<file path="src/hw/seg_display_pkg.sv">
package seg_display_pkg;

    typedef logic [3:0] digit_t;
    typedef logic [6:0] segments_t;
    typedef logic [3:0] anodes_t;

    localparam digit_t  DIGIT_H = 4'd10;
    localparam anodes_t AN_OFF  = 4'b1111;

    // Active low, bit 6 is segment g
    localparam segments_t GLYPHS [11] = '{
        7'b1000000,
        7'b1111001,
        7'b0100100,
        7'b0110000,
        7'b0011001,
        7'b0010010,
        7'b0000010,
        7'b1111000,
        7'b0000000,
        7'b0010000,
        7'b0001001
    };

endpackage

</file>
<file path="src/hw/mole_game_pkg.sv">
package mole_game_pkg;

    typedef enum logic [1:0] {
        MENU,
        SETUP,
        INGAME,
        OVER
    } phase_t;

    typedef enum logic [1:0] {
        EASY,
        MEDIUM,
        HARD
    } difficulty_t;

    typedef logic [2:0]  hole_t;
    typedef logic        kind_t;
    typedef logic [6:0]  coord_t;
    typedef logic [11:0] pointer_t;
    typedef logic [7:0]  score_t;
    typedef logic [7:0]  ticks_t;

    localparam kind_t GOOD = 1'b0;
    localparam kind_t BAD  = 1'b1;

    localparam int NUM_HOLES        = 5;
    localparam int TICKS_PER_SECOND = 4;
    localparam int SCREEN_W         = 96;
    localparam int SCREEN_H         = 64;

    // Mole hit boxes, top row first
    localparam coord_t MOLE_LEFT   [NUM_HOLES] = '{7'd12, 7'd41, 7'd70, 7'd27, 7'd56};
    localparam coord_t MOLE_RIGHT  [NUM_HOLES] = '{7'd23, 7'd52, 7'd81, 7'd38, 7'd67};
    localparam coord_t MOLE_TOP    [NUM_HOLES] = '{7'd19, 7'd19, 7'd19, 7'd47, 7'd47};
    localparam coord_t MOLE_BOTTOM [NUM_HOLES] = '{7'd23, 7'd23, 7'd23, 7'd51, 7'd51};

    // Menu play region
    localparam coord_t PLAY_LEFT   = 7'd23;
    localparam coord_t PLAY_RIGHT  = 7'd70;
    localparam coord_t PLAY_TOP    = 7'd32;
    localparam coord_t PLAY_BOTTOM = 7'd51;

    // Mole lifetime in game ticks
    localparam ticks_t LIFE_EASY   = 8'd6;
    localparam ticks_t LIFE_MEDIUM = 8'd4;
    localparam ticks_t LIFE_HARD   = 8'd2;

endpackage
</file>
<file path="src/hw/mole_game_top.sv">
module mole_game_top #(
    parameter int TICK_CYCLES = 25_000_000,
    parameter int SCAN_CYCLES = 100_000,
    parameter int SETUP_TICKS = 12,
    parameter int GAME_TICKS  = 120
) (
    input  logic                       clk,
    input  logic                       rst,
    input  logic                       left,
    input  logic                       right,
    input  logic                       abort,
    input  mole_game_pkg::difficulty_t difficulty,
    input  mole_game_pkg::pointer_t    xpos,
    input  mole_game_pkg::pointer_t    ypos,
    output seg_display_pkg::anodes_t   an,
    output seg_display_pkg::segments_t seg,
    output mole_game_pkg::phase_t      phase,
    output mole_game_pkg::hole_t       hole,
    output mole_game_pkg::kind_t       kind,
    output mole_game_pkg::score_t      score,
    output mole_game_pkg::score_t      high_score,
    output mole_game_pkg::ticks_t      time_left
);

    logic game_tick;
    logic scan_tick;
    logic spawn;
    logic arm;

    tick_gen #(
        .TICK_CYCLES(TICK_CYCLES),
        .SCAN_CYCLES(SCAN_CYCLES)
    ) tick_gen_i (
        .clk      (clk),
        .rst      (rst),
        .game_tick(game_tick),
        .scan_tick(scan_tick)
    );

    mole_spawner mole_spawner_i (
        .clk  (clk),
        .rst  (rst),
        .spawn(spawn),
        .arm  (arm),
        .hole (hole),
        .kind (kind)
    );

    game_controller #(
        .SETUP_TICKS(SETUP_TICKS),
        .GAME_TICKS (GAME_TICKS)
    ) game_controller_i (
        .clk       (clk),
        .rst       (rst),
        .game_tick (game_tick),
        .left      (left),
        .right     (right),
        .abort     (abort),
        .difficulty(difficulty),
        .xpos      (xpos),
        .ypos      (ypos),
        .hole      (hole),
        .kind      (kind),
        .spawn     (spawn),
        .arm       (arm),
        .phase     (phase),
        .score     (score),
        .high_score(high_score),
        .time_left (time_left)
    );

    score_display score_display_i (
        .clk       (clk),
        .rst       (rst),
        .scan_tick (scan_tick),
        .phase     (phase),
        .score     (score),
        .high_score(high_score),
        .time_left (time_left),
        .an        (an),
        .seg       (seg)
    );

endmodule

</file>
<file path="src/hw/score_display.sv">
module score_display (
    input  logic                       clk,
    input  logic                       rst,
    input  logic                       scan_tick,
    input  mole_game_pkg::phase_t      phase,
    input  mole_game_pkg::score_t      score,
    input  mole_game_pkg::score_t      high_score,
    input  mole_game_pkg::ticks_t      time_left,
    output seg_display_pkg::anodes_t   an,
    output seg_display_pkg::segments_t seg
);

    import mole_game_pkg::*;
    import seg_display_pkg::*;

    logic [1:0] scan_idx;
    ticks_t     seconds;
    digit_t     digit;
    logic       digit_on;

    function automatic digit_t tens_of(input logic [7:0] value);
        return digit_t'((value / 8'd10) % 8'd10);
    endfunction

    function automatic digit_t units_of(input logic [7:0] value);
        return digit_t'(value % 8'd10);
    endfunction

    always_ff @(posedge clk) begin
        if (rst) begin
            scan_idx <= '0;
        end else if (scan_tick) begin
            scan_idx <= scan_idx + 2'd1;
        end
    end

    assign seconds = time_left / ticks_t'(TICKS_PER_SECOND);

    ////////////////////////////////////////////////////////////////////
    // Digit per scan position, 3 is leftmost
    ////////////////////////////////////////////////////////////////////

    always_comb begin
        digit    = '0;
        digit_on = 1'b0;
        case (phase)
            SETUP: begin
                digit_on = scan_idx[1];
                digit    = scan_idx[0] ? tens_of(seconds) : units_of(seconds);
            end
            INGAME: begin
                digit_on = 1'b1;
                case (scan_idx)
                    2'd3:    digit = tens_of(seconds);
                    2'd2:    digit = units_of(seconds);
                    2'd1:    digit = tens_of(score);
                    default: digit = units_of(score);
                endcase
            end
            OVER: begin
                digit_on = 1'b1;
                case (scan_idx)
                    2'd3:    digit = DIGIT_H;
                    2'd2:    digit = 4'd1;
                    2'd1:    digit = tens_of(high_score);
                    default: digit = units_of(high_score);
                endcase
            end
            default: begin
                digit_on = 1'b0;
            end
        endcase
    end

    assign an  = digit_on ? ~(anodes_t'(1) << scan_idx) : AN_OFF;
    assign seg = digit_on ? GLYPHS[digit] : '1;

endmodule

</file>
<file path="src/hw/game_controller.sv">
module game_controller #(
    parameter int SETUP_TICKS = 12,
    parameter int GAME_TICKS  = 120
) (
    input  logic                       clk,
    input  logic                       rst,
    input  logic                       game_tick,
    input  logic                       left,
    input  logic                       right,
    input  logic                       abort,
    input  mole_game_pkg::difficulty_t difficulty,
    input  mole_game_pkg::pointer_t    xpos,
    input  mole_game_pkg::pointer_t    ypos,
    input  mole_game_pkg::hole_t       hole,
    input  mole_game_pkg::kind_t       kind,
    output logic                       spawn,
    output logic                       arm,
    output mole_game_pkg::phase_t      phase,
    output mole_game_pkg::score_t      score,
    output mole_game_pkg::score_t      high_score,
    output mole_game_pkg::ticks_t      time_left
);

    import mole_game_pkg::*;

    pointer_t scaled_x;
    pointer_t scaled_y;
    coord_t   cur_x;
    coord_t   cur_y;
    logic     left_q;
    logic     right_q;
    logic     click;
    logic     in_play;
    logic     in_mole;
    logic     hit;
    logic     hit_good;
    logic     game_done;
    ticks_t   mole_age;
    ticks_t   lifetime;

    ////////////////////////////////////////////////////////////////////
    // Cursor and hit test
    ////////////////////////////////////////////////////////////////////

    assign scaled_x = xpos >> 2;
    assign scaled_y = ypos >> 2;
    assign cur_x = (scaled_x > pointer_t'(SCREEN_W - 1)) ? coord_t'(SCREEN_W - 1)
                                                          : coord_t'(scaled_x);
    assign cur_y = (scaled_y > pointer_t'(SCREEN_H - 1)) ? coord_t'(SCREEN_H - 1)
                                                          : coord_t'(scaled_y);

    assign in_play = (cur_x >= PLAY_LEFT) && (cur_x <= PLAY_RIGHT) &&
                     (cur_y >= PLAY_TOP) && (cur_y <= PLAY_BOTTOM);
    assign in_mole = (cur_x >= MOLE_LEFT[hole]) && (cur_x <= MOLE_RIGHT[hole]) &&
                     (cur_y >= MOLE_TOP[hole]) && (cur_y <= MOLE_BOTTOM[hole]);

    assign click     = left_q | right_q;
    assign hit       = click && in_mole;
    // Left click wins when both are pending
    assign hit_good  = left_q ? (kind == GOOD) : (kind == BAD);
    assign game_done = (time_left == '0);

    always_comb begin
        case (difficulty)
            MEDIUM:  lifetime = LIFE_MEDIUM;
            HARD:    lifetime = LIFE_HARD;
            default: lifetime = LIFE_EASY;
        endcase
    end

    assign arm   = game_tick && (phase == SETUP) && (time_left <= 8'd1);
    assign spawn = game_tick && (phase == INGAME) && !game_done &&
                   (hit || (mole_age >= lifetime - 8'd1));

    ////////////////////////////////////////////////////////////////////
    // Phase machine, timers and score
    ////////////////////////////////////////////////////////////////////

    always_ff @(posedge clk) begin
        if (rst) begin
            phase      <= MENU;
            score      <= '0;
            high_score <= '0;
            time_left  <= '0;
            mole_age   <= '0;
            left_q     <= 1'b0;
            right_q    <= 1'b0;
        end else if (abort) begin
            phase   <= MENU;
            left_q  <= 1'b0;
            right_q <= 1'b0;
        end else begin
            // Pending clicks are consumed by the tick
            if (game_tick) begin
                left_q  <= left;
                right_q <= right;
            end else begin
                left_q  <= left_q | left;
                right_q <= right_q | right;
            end

            if (game_tick) begin
                case (phase)
                    MENU: begin
                        if (left_q && in_play) begin
                            phase     <= SETUP;
                            time_left <= ticks_t'(SETUP_TICKS);
                            score     <= '0;
                        end
                    end
                    SETUP: begin
                        if (arm) begin
                            phase     <= INGAME;
                            time_left <= ticks_t'(GAME_TICKS);
                            mole_age  <= '0;
                        end else begin
                            time_left <= time_left - 8'd1;
                        end
                    end
                    INGAME: begin
                        if (game_done) begin
                            phase <= OVER;
                            if (score > high_score) begin
                                high_score <= score;
                            end
                        end else begin
                            time_left <= time_left - 8'd1;
                            mole_age  <= spawn ? '0 : mole_age + 8'd1;
                            if (hit && hit_good && (score != '1)) begin
                                score <= score + 8'd1;
                            end else if (hit && !hit_good && (score != '0)) begin
                                score <= score - 8'd1;
                            end
                        end
                    end
                    OVER: begin
                        if (click) begin
                            phase <= MENU;
                        end
                    end
                endcase
            end
        end
    end

endmodule

</file>
<file path="src/hw/mole_spawner.sv">
module mole_spawner (
    input  logic                 clk,
    input  logic                 rst,
    input  logic                 spawn,
    input  logic                 arm,
    output mole_game_pkg::hole_t hole,
    output mole_game_pkg::kind_t kind
);

    import mole_game_pkg::*;

    localparam logic [15:0] LFSR_SEED = 16'hACE1;

    logic [15:0] lfsr;
    hole_t       draw_hole;
    kind_t       draw_kind;
    hole_t       next_hole;
    kind_t       next_kind;
    hole_t       step_hole;

    // x^16 + x^14 + x^13 + x^11
    always_ff @(posedge clk) begin
        if (rst) begin
            lfsr <= LFSR_SEED;
        end else begin
            lfsr <= {lfsr[14:0], lfsr[15] ^ lfsr[13] ^ lfsr[12] ^ lfsr[10]};
        end
    end

    assign draw_hole = hole_t'(lfsr % NUM_HOLES);
    assign draw_kind = lfsr[0];

    // Never show the same hole twice in a row
    always_comb begin
        if (next_hole != hole) begin
            step_hole = next_hole;
        end else if (hole == hole_t'(NUM_HOLES - 1)) begin
            step_hole = '0;
        end else begin
            step_hole = hole + 3'd1;
        end
    end

    always_ff @(posedge clk) begin
        if (rst) begin
            hole      <= '0;
            kind      <= GOOD;
            next_hole <= '0;
            next_kind <= GOOD;
        end else if (arm) begin
            hole <= draw_hole;
            kind <= draw_kind;
        end else if (spawn) begin
            hole      <= step_hole;
            kind      <= next_kind;
            next_hole <= draw_hole;
            next_kind <= draw_kind;
        end
    end

endmodule

</file>
<file path="src/hw/tick_gen.sv">
module tick_gen #(
    parameter int TICK_CYCLES = 25_000_000,
    parameter int SCAN_CYCLES = 100_000
) (
    input  logic clk,
    input  logic rst,
    output logic game_tick,
    output logic scan_tick
);

    localparam int PERIODS [2] = '{TICK_CYCLES, SCAN_CYCLES};

    logic [1:0] strobe;

    // One divider per strobe, 0 is the game tick
    for (genvar i = 0; i < 2; i++) begin : g_div
        localparam int W = (PERIODS[i] > 1) ? $clog2(PERIODS[i]) : 1;
        localparam logic [W-1:0] LAST = W'(PERIODS[i] - 1);

        logic [W-1:0] cnt;

        always_ff @(posedge clk) begin
            if (rst) begin
                cnt <= '0;
            end else if (strobe[i]) begin
                cnt <= '0;
            end else begin
                cnt <= cnt + 1'b1;
            end
        end

        assign strobe[i] = (cnt == LAST);
    end

    assign game_tick = strobe[0];
    assign scan_tick = strobe[1];

endmodule

</file>
<file path="config.mk">
export PLATFORM = sky130hd
export DESIGN_NAME = mole_game_top
export DESIGN_NICKNAME = d
export VERILOG_FILES = /design/src/hw/seg_display_pkg.sv /design/src/hw/mole_game_pkg.sv /design/src/hw/mole_game_top.sv /design/src/hw/score_display.sv /design/src/hw/game_controller.sv /design/src/hw/mole_spawner.sv /design/src/hw/tick_gen.sv
export SDC_FILE = /design/constraint.sdc
export NUM_CORES = 1
export LEC_CHECK = 0
export BUFFER_PORTS_ARGS = -buffer_cell sky130_fd_sc_hd__buf_2
export CAP_MARGIN = 20
export CORE_MARGIN = 2
export CORE_UTILIZATION = 60
export DETAILED_ROUTE_END_ITERATION = 8
export PLACE_DENSITY_LB_ADDON = 0.15
export SETUP_SLACK_MARGIN = 0.3
export SYNTH_ARGS = -nofsm -noshare
export SYNTH_HDL_FRONTEND = slang
export SYNTH_SLANG_ARGS = --single-unit
</file>
<file path="constraint.sdc">
create_clock -name clk -period 24.9 [get_ports clk]
set_clock_uncertainty 0.1 [all_clocks]
set_input_delay 1.245 -clock clk [delete_from_list [all_inputs] [get_ports clk]]
set_output_delay 1.245 -clock clk [all_outputs]
set_load 0.01 [all_outputs]
</file>
### Word-level counts from Yosys, hierarchy flattened

Memories as Yosys holds them, arrays and structs flattened.
Cells that the tools add are included.

* register bits after elaboration: 104
* bits in read-only memories: 336
* output and inout bits: 41
* word-level logic and storage cells: 170
* memories kept: 5

* add/subtract/negate cells: 9
* divide/modulo/power cells: 10
* magnitude comparators: 15
* eq/ne operators: 19
* shift operators: 1
* multiplexer cells: 47
* bitwise operators: 12
* reduce and logical (&&, ||, !) cells: 37

Memory list
* (name not given): words 16, width 7, rd ports 1, clocked after memory_dff 0, write ports 0, line score_display.sv:76 `assign seg = digit_on ? GLYPHS[digit] : '1;`
* (name not given): words 8, width 7, rd ports 1, clocked after memory_dff 0, write ports 0, line game_controller.sv:55 `(cur_y >= MOLE_TOP[hole]) && (cur_y <= MOLE_BOTTOM[hole]);`
* (name not given): words 8, width 7, rd ports 1, clocked after memory_dff 0, write ports 0, line game_controller.sv:54 `assign in_mole = (cur_x >= MOLE_LEFT[hole]) && (cur_x <= MOLE_RIGHT[hole]) &&`
* (name not given): words 8, width 7, rd ports 1, clocked after memory_dff 0, write ports 0, line game_controller.sv:55
* (name not given): words 8, width 7, rd ports 1, clocked after memory_dff 0, write ports 0, line game_controller.sv:54

Operator list (count)
* two-way mux 7 bit: 13
* two-way mux 8 bit: 10
* modulo 8 x 4 -> 8 bit (second input constant): 5
* one-hot mux 4 bit (3 select lines): 3
* modulo 16 x 3 -> 32 bit (second input constant): 1
* one-hot mux 8 bit (2 select lines): 2
* adder 25 x 1 -> 25 bit (second input constant): 1
* == test 25 bit (second input constant): 1
* one-hot mux 8 bit (3 select lines): 1
* subtractor 8 x 1 -> 8 bit (second input constant): 3
* AND reduction 5 bit: 4
* adder 17 x 1 -> 17 bit (second input constant): 1
* == test 17 bit (second input constant): 1
* logical AND 1 bit: 17
* adder 8 x 1 -> 8 bit (second input constant): 2
* divider 8 x 4 -> 8 bit (second input constant): 2
* greater-or-equal comparator 7 bit: 2
* less-or-equal comparator 7 bit: 2
* two-way mux 3 bit: 4
* == test 2 bit (second input constant): 5
* greater-than comparator 10 x 6 -> 1 bit (second input constant): 1
* greater-than comparator 10 x 7 -> 1 bit (second input constant): 1
* divider 6 x 4 -> 8 bit (second input constant): 1
* greater-or-equal comparator 8 bit: 1
* other kinds (41): 66

### Logic depth before layout (Yosys ltp)

* depth in word-level cells: 15
* mapped depth: 51
* mapped depth without buffers: 41

### By module

A second synthesis with hierarchy kept.

* cell total of the unflattened synthesis: 1937
* area total of the unflattened synthesis: 14328.7 µm²

Modules (own cells, without submodules)
* mole_spawner: times used 1, cells an instance 892, area each 6312.3 µm², sequential area each 480.5 µm²
* game_controller: times used 1, cells an instance 385, area each 3081.7 µm², sequential area each 720.7 µm²
* score_display: times used 1, cells an instance 434, area each 2927.8 µm², sequential area each 40.0 µm²
* tick_gen: times used 1, cells an instance 226, area each 2006.9 µm², sequential area each 840.8 µm²

### Least setup slack after synthesis

No wires, ideal clock.

* path type: reg2reg
* start: reg mole_spawner_i.lfsr[13]
* end: reg mole_spawner_i.hole[1]
* data arrival time: 11.503 ns
* setup slack: 13.232 ns
* stages on the path, launching flop included: 46
* period minus slack after synthesis: 11.668 ns
* cells stage by stage: dfxtp_1 > buf_2 > nor2_1 > inv_1 > ha_1 > nor2b_1 > a211oi_1 > nor4b_1 > nor2_1 > clkbuf_1 > a2111oi_0 > o211a_1 > nand2_1 > a2111oi_0 > a21oi_1 > a21boi_1 > o21ai_0 > a2111oi_4 > [... 10 more ...] > and4_4 > or3_4 > or3_1 > a21oi_2 > o211ai_1 > xnor2_1 > or4b_1 > or4_1 > buf_2 > nor2_1 > xnor2_1 > ha_1 > nor2b_1 > o211ai_1 > a2111oi_4 > mux2i_1 > mux2i_1 > nor2_1

* word-level cells in the longest chain between the ends: 2

RTL lines
* start: declaration: line mole_spawner.sv:14 `logic [15:0] lfsr;`
* start signal: assignment: line mole_spawner.sv:26 `lfsr <= {lfsr[14:0], lfsr[15] ^ lfsr[13] ^ lfsr[12] ^ lfsr[10]};`
* modulo 16 x 3 -> 32 bit: line mole_spawner.sv:30 `assign draw_hole = hole_t'(lfsr % NUM_HOLES);`
* two-way mux 3 bit: line mole_spawner.sv:50 `end else if (arm) begin`
* end signal: assignment: line mole_spawner.sv:51 `hole <= draw_hole;`
* end signal: assignment: line mole_spawner.sv:54 `hole <= step_hole;`
* end: declaration: line mole_spawner.sv:6 `output mole_game_pkg::hole_t hole,`

No other way between the ends.
A chain may end at the register's enable or synchronous reset.

### Worst setup path after layout

Same ends and word-level chain as after synthesis.

==> results_dict.tcl <==
set metrics [dict create \
    syn_nets 1974 \
    status "finished clean" \
    synth_cells 1867 \
    ctsResizeCount 0 \
    utilization_pct 63.7 \
    drive_above_1_share_pct 9.44 \
    power_density_nw_per_um2 67.0 \
    synth_top_family_by_area "compound AO/OA/AOI/OAI gates" \
    reg2reg_from "mole_spawner_i.lfsr[13]$_SDFF_PP1_" \
    rows 54 \
    via_count 13800 \
    crit_type "flip-flop to flip-flop" \
    cts_buffer_depth 2 \
    htree_levels 3 \
    pin_count 72 \
    synth_flop_cell "dfxtp_1" \
    wirelength_um 34600 \
    cpPeakStageDelay_ns 0.90 \
    min_period_ns 15.03 \
    numCtsBuffers 9 \
    synthMuxAreaShare_pct 4.06 \
    synthTopCellsByArea "dfxtp_1 (16%), ha_1 (7.1%), nor2_1 (5.9%), o21ai_0 (4.8%), nand2_1 (4.6%)" \
    worstHoldPathType "flip-flop to flip-flop" \
    fin_setup_tns_ns 0 \
    leakage_nw 5.14 \
    slew_viol_final 0 \
    synth_xor_area_share_pct 6.78 \
    setup_viol 0 \
    drt-initial-drc-count 1048 \
    fillerInstances 2001 \
    critPathLaunch "mole_spawner_i.lfsr[13]$_SDFF_PP1_" \
    timing.fmax_mhz 66.6 \
    tightest_slew_ns 1.12 \
    holdBufCountCts 0 \
    register_area_um2 2080 \
    grt_pass1_vias 12100 \
    async_flop_share_pct 0 \
    drt_pass1_iterations 5 \
    antenna_found_initial 1 \
    yosysUniqueCellTypes 112 \
    cts.sinks 104 \
    yosys-top-cells-count "nor2_1 (207), nand2_1 (161), o21ai_0 (126)" \
    grt_first_pass_wirelength_um 57700 \
    min_period_over_period_pct 60.3 \
    globalRoute.totalOverflow 0 \
    grt_max_degree 63 \
    vdd_ir_drop_max_mv 0.0706 \
    rsz0062_at_grt "no" \
    syn_to_final_growth_pct 4.82 \
    synth-simple-area-share_pct 29.3 \
    synth_compound_area_share_pct 30.7 \
    cap_viol_max_count 0 \
    cts_root_buffer "clkbuf_16" \
    yosysTopAreaCell "dfxtp_1" \
    avgSynthCellArea_um2 7.06 \
    crit_fanout 25 \
    yosysSeqAreaShare_pct 15.8 \
    die_w_um 152 \
    ant_nets 0 \
    vias_per_cell 6.45 \
    start_util_pct 60.7 \
    insertion_delay_ns 0.36 \
    hold_viol 0 \
    gp_congestion 0.944 \
    synth_warnings 0 \
    die_area_um2 23200 \
    critPathArrivalTime_ns 15.22 \
    drc 0 \
    postCtsSetupBuffers 0 \
    cts_tree "built" \
    crit_slowest_cell "a2111oi_0" \
    startpoint_type "flip-flop" \
    path_clk_slew_ns 0.08 \
    hp-start "game_controller_i.mole_age[5]$_SDFFE_PP0P_" \
    die_y_um 152 \
    synth_seq_cells 104 \
    crit_path_end_kind "flip-flop" \
    yosys.area_share.adder_pct 7.89 \
    crit_path_frequent_cell "nor2_1" \
    routedWlPerCell_um 16.2 \
    portBuffers 67 \
    fin_nets 1956 \
    grt.total_usage_pct 28.2 \
    synth_edf_count 0 \
    yosys.area.top_type_share_pct 15.8 \
    yosysMostFrequentCell "nor2_1" \
    cp.required_ns 25.10 \
    maxSlewHeadroom_pct 24.7 \
    syn_area_um2 13200 \
    core_area_um2 21700 \
    multi_input_area_um2 10400 \
    dp_hpwl_um 25600 \
]
[critical path, delay by kind of cell (launching register included)]
kind,cells,cell delay (ns)
AOI/OAI and AO/OA,18,7.14
and+or+nand+nor,14,5.43
DFF,1,0.82
adders and majority gates,2,0.47
muxes,2,0.46
xor gates and xnor gates,2,0.41
buffers and inverters,1,0.10
[worst paths after layout]
path,slack [ns],cells past startpoint,to
hold reg to reg,0.35,1,game_controller_i.mole_age[5]$_SDFFE_PP0P_
setup / recovery,9.87,39,mole_spawner_i.hole[1]$_SDFFE_PP0P_
setup reg to reg,9.87,39,mole_spawner_i.hole[1]$_SDFFE_PP0P_
hold / removal,0.35,1,game_controller_i.mole_age[5]$_SDFFE_PP0P_
[kinds of logic after synthesis]
family                     after synthesis
adders and majority gates               84
and+or+nand+nor                        768
buffers and inverters                  180
DFF                                    104
xor gates and xnor gates               102
AOI/OAI and AO/OA                      577
muxes                                   52
[cells in the final DEF, fill, tap and decap left out, types with 12 or more instances in the layout]
master	Yosys	final
a2111oi_0	12	12
a211oi_1	26	26
a21o_1	24	24
a21oi_1	116	116
a22oi_1	14	14
a31oi_1	33	33
and2_1	22	22
and3_1	21	21
buf_2	20	68
dfxtp_1	104	104
ha_1	75	75
inv_1	69	69
mux2_2	12	12
mux2i_1	40	40
nand2_1	161	161
nand2b_1	39	39
nand3_1	90	90
nand4_1	16	16
nor2_1	207	207
nor2b_1	24	24
nor3_1	62	62
nor4_1	19	18
o211ai_1	26	26
o21a_1	17	17
o21ai_0	126	126
o31ai_1	15	15
or2_2	26	26
or3_1	20	20
xnor2_1	59	59
xor2_1	43	43
[layer usage]
layer | track usage [%] | vias to the layer above | wire length [µm]
li1 | - | 6896 | -
met1 | 40.3 | 6396 | 16500
met2 | 45.3 | 430 | 15600
met3 | 3.64 | 53 | 2020
met4 | 6.81 | 0 | 580
met5 | 0 | - | 0
[flip-flops by register name, indices dropped and copies added (netlist names)]
name and cells:
game_controller_i.phase 2, game_controller_i.score 8, game_controller_i.left_q 1, score_display_i.scan_idx 2
game_controller_i.high_score 8, mole_spawner_i.lfsr 16, game_controller_i.right_q 1, tick_gen_i.g_div.cnt 42
mole_spawner_i.kind 1, game_controller_i.time_left 8, mole_spawner_i.next_kind 1, game_controller_i.mole_age 8
mole_spawner_i.hole 3, mole_spawner_i.next_hole 3
[through the flow]
step,setup slack [ns],instances,area [µm²],hold WS (ns),power (mW)
after detailed placement,10.16,2116,13500,0.339,0.761
after global routing,8.81,2134,13800,0.392,0.989
after CTS,10.11,2132,13800,0.362,0.915
final,9.87,2135,13800,0.354,0.925
after floorplan,13.23,1867,13200,0.321,0.656
after global placement,10.50,2116,13500,0.335,0.750
[power breakdown]
group / switching, mW / internal (mW) / leakage, nW / total (mW)
Sequential: 0.00997 / 0.169 / 0.844 / 0.179
Clock: 0.0770 / 0.0737 / 0.156 / 0.151
Combinational: 0.381 / 0.215 / 4.14 / 0.596
Total: 0.467 / 0.458 / 5.14 / 0.925
[layout make-up]
cell class              instances  share of cell area (%)
multi-input cells            1583                    75.1
flip-flops and latches        104                    15.1
repair buffers                 75                    2.84
well taps                     280                    2.54
inverters                      76                    2.07
clock buffers                   9                    1.63
clock inverters                 7                   0.698
diodes                          1                  0.0181
(Power assumes the default switching activity.)
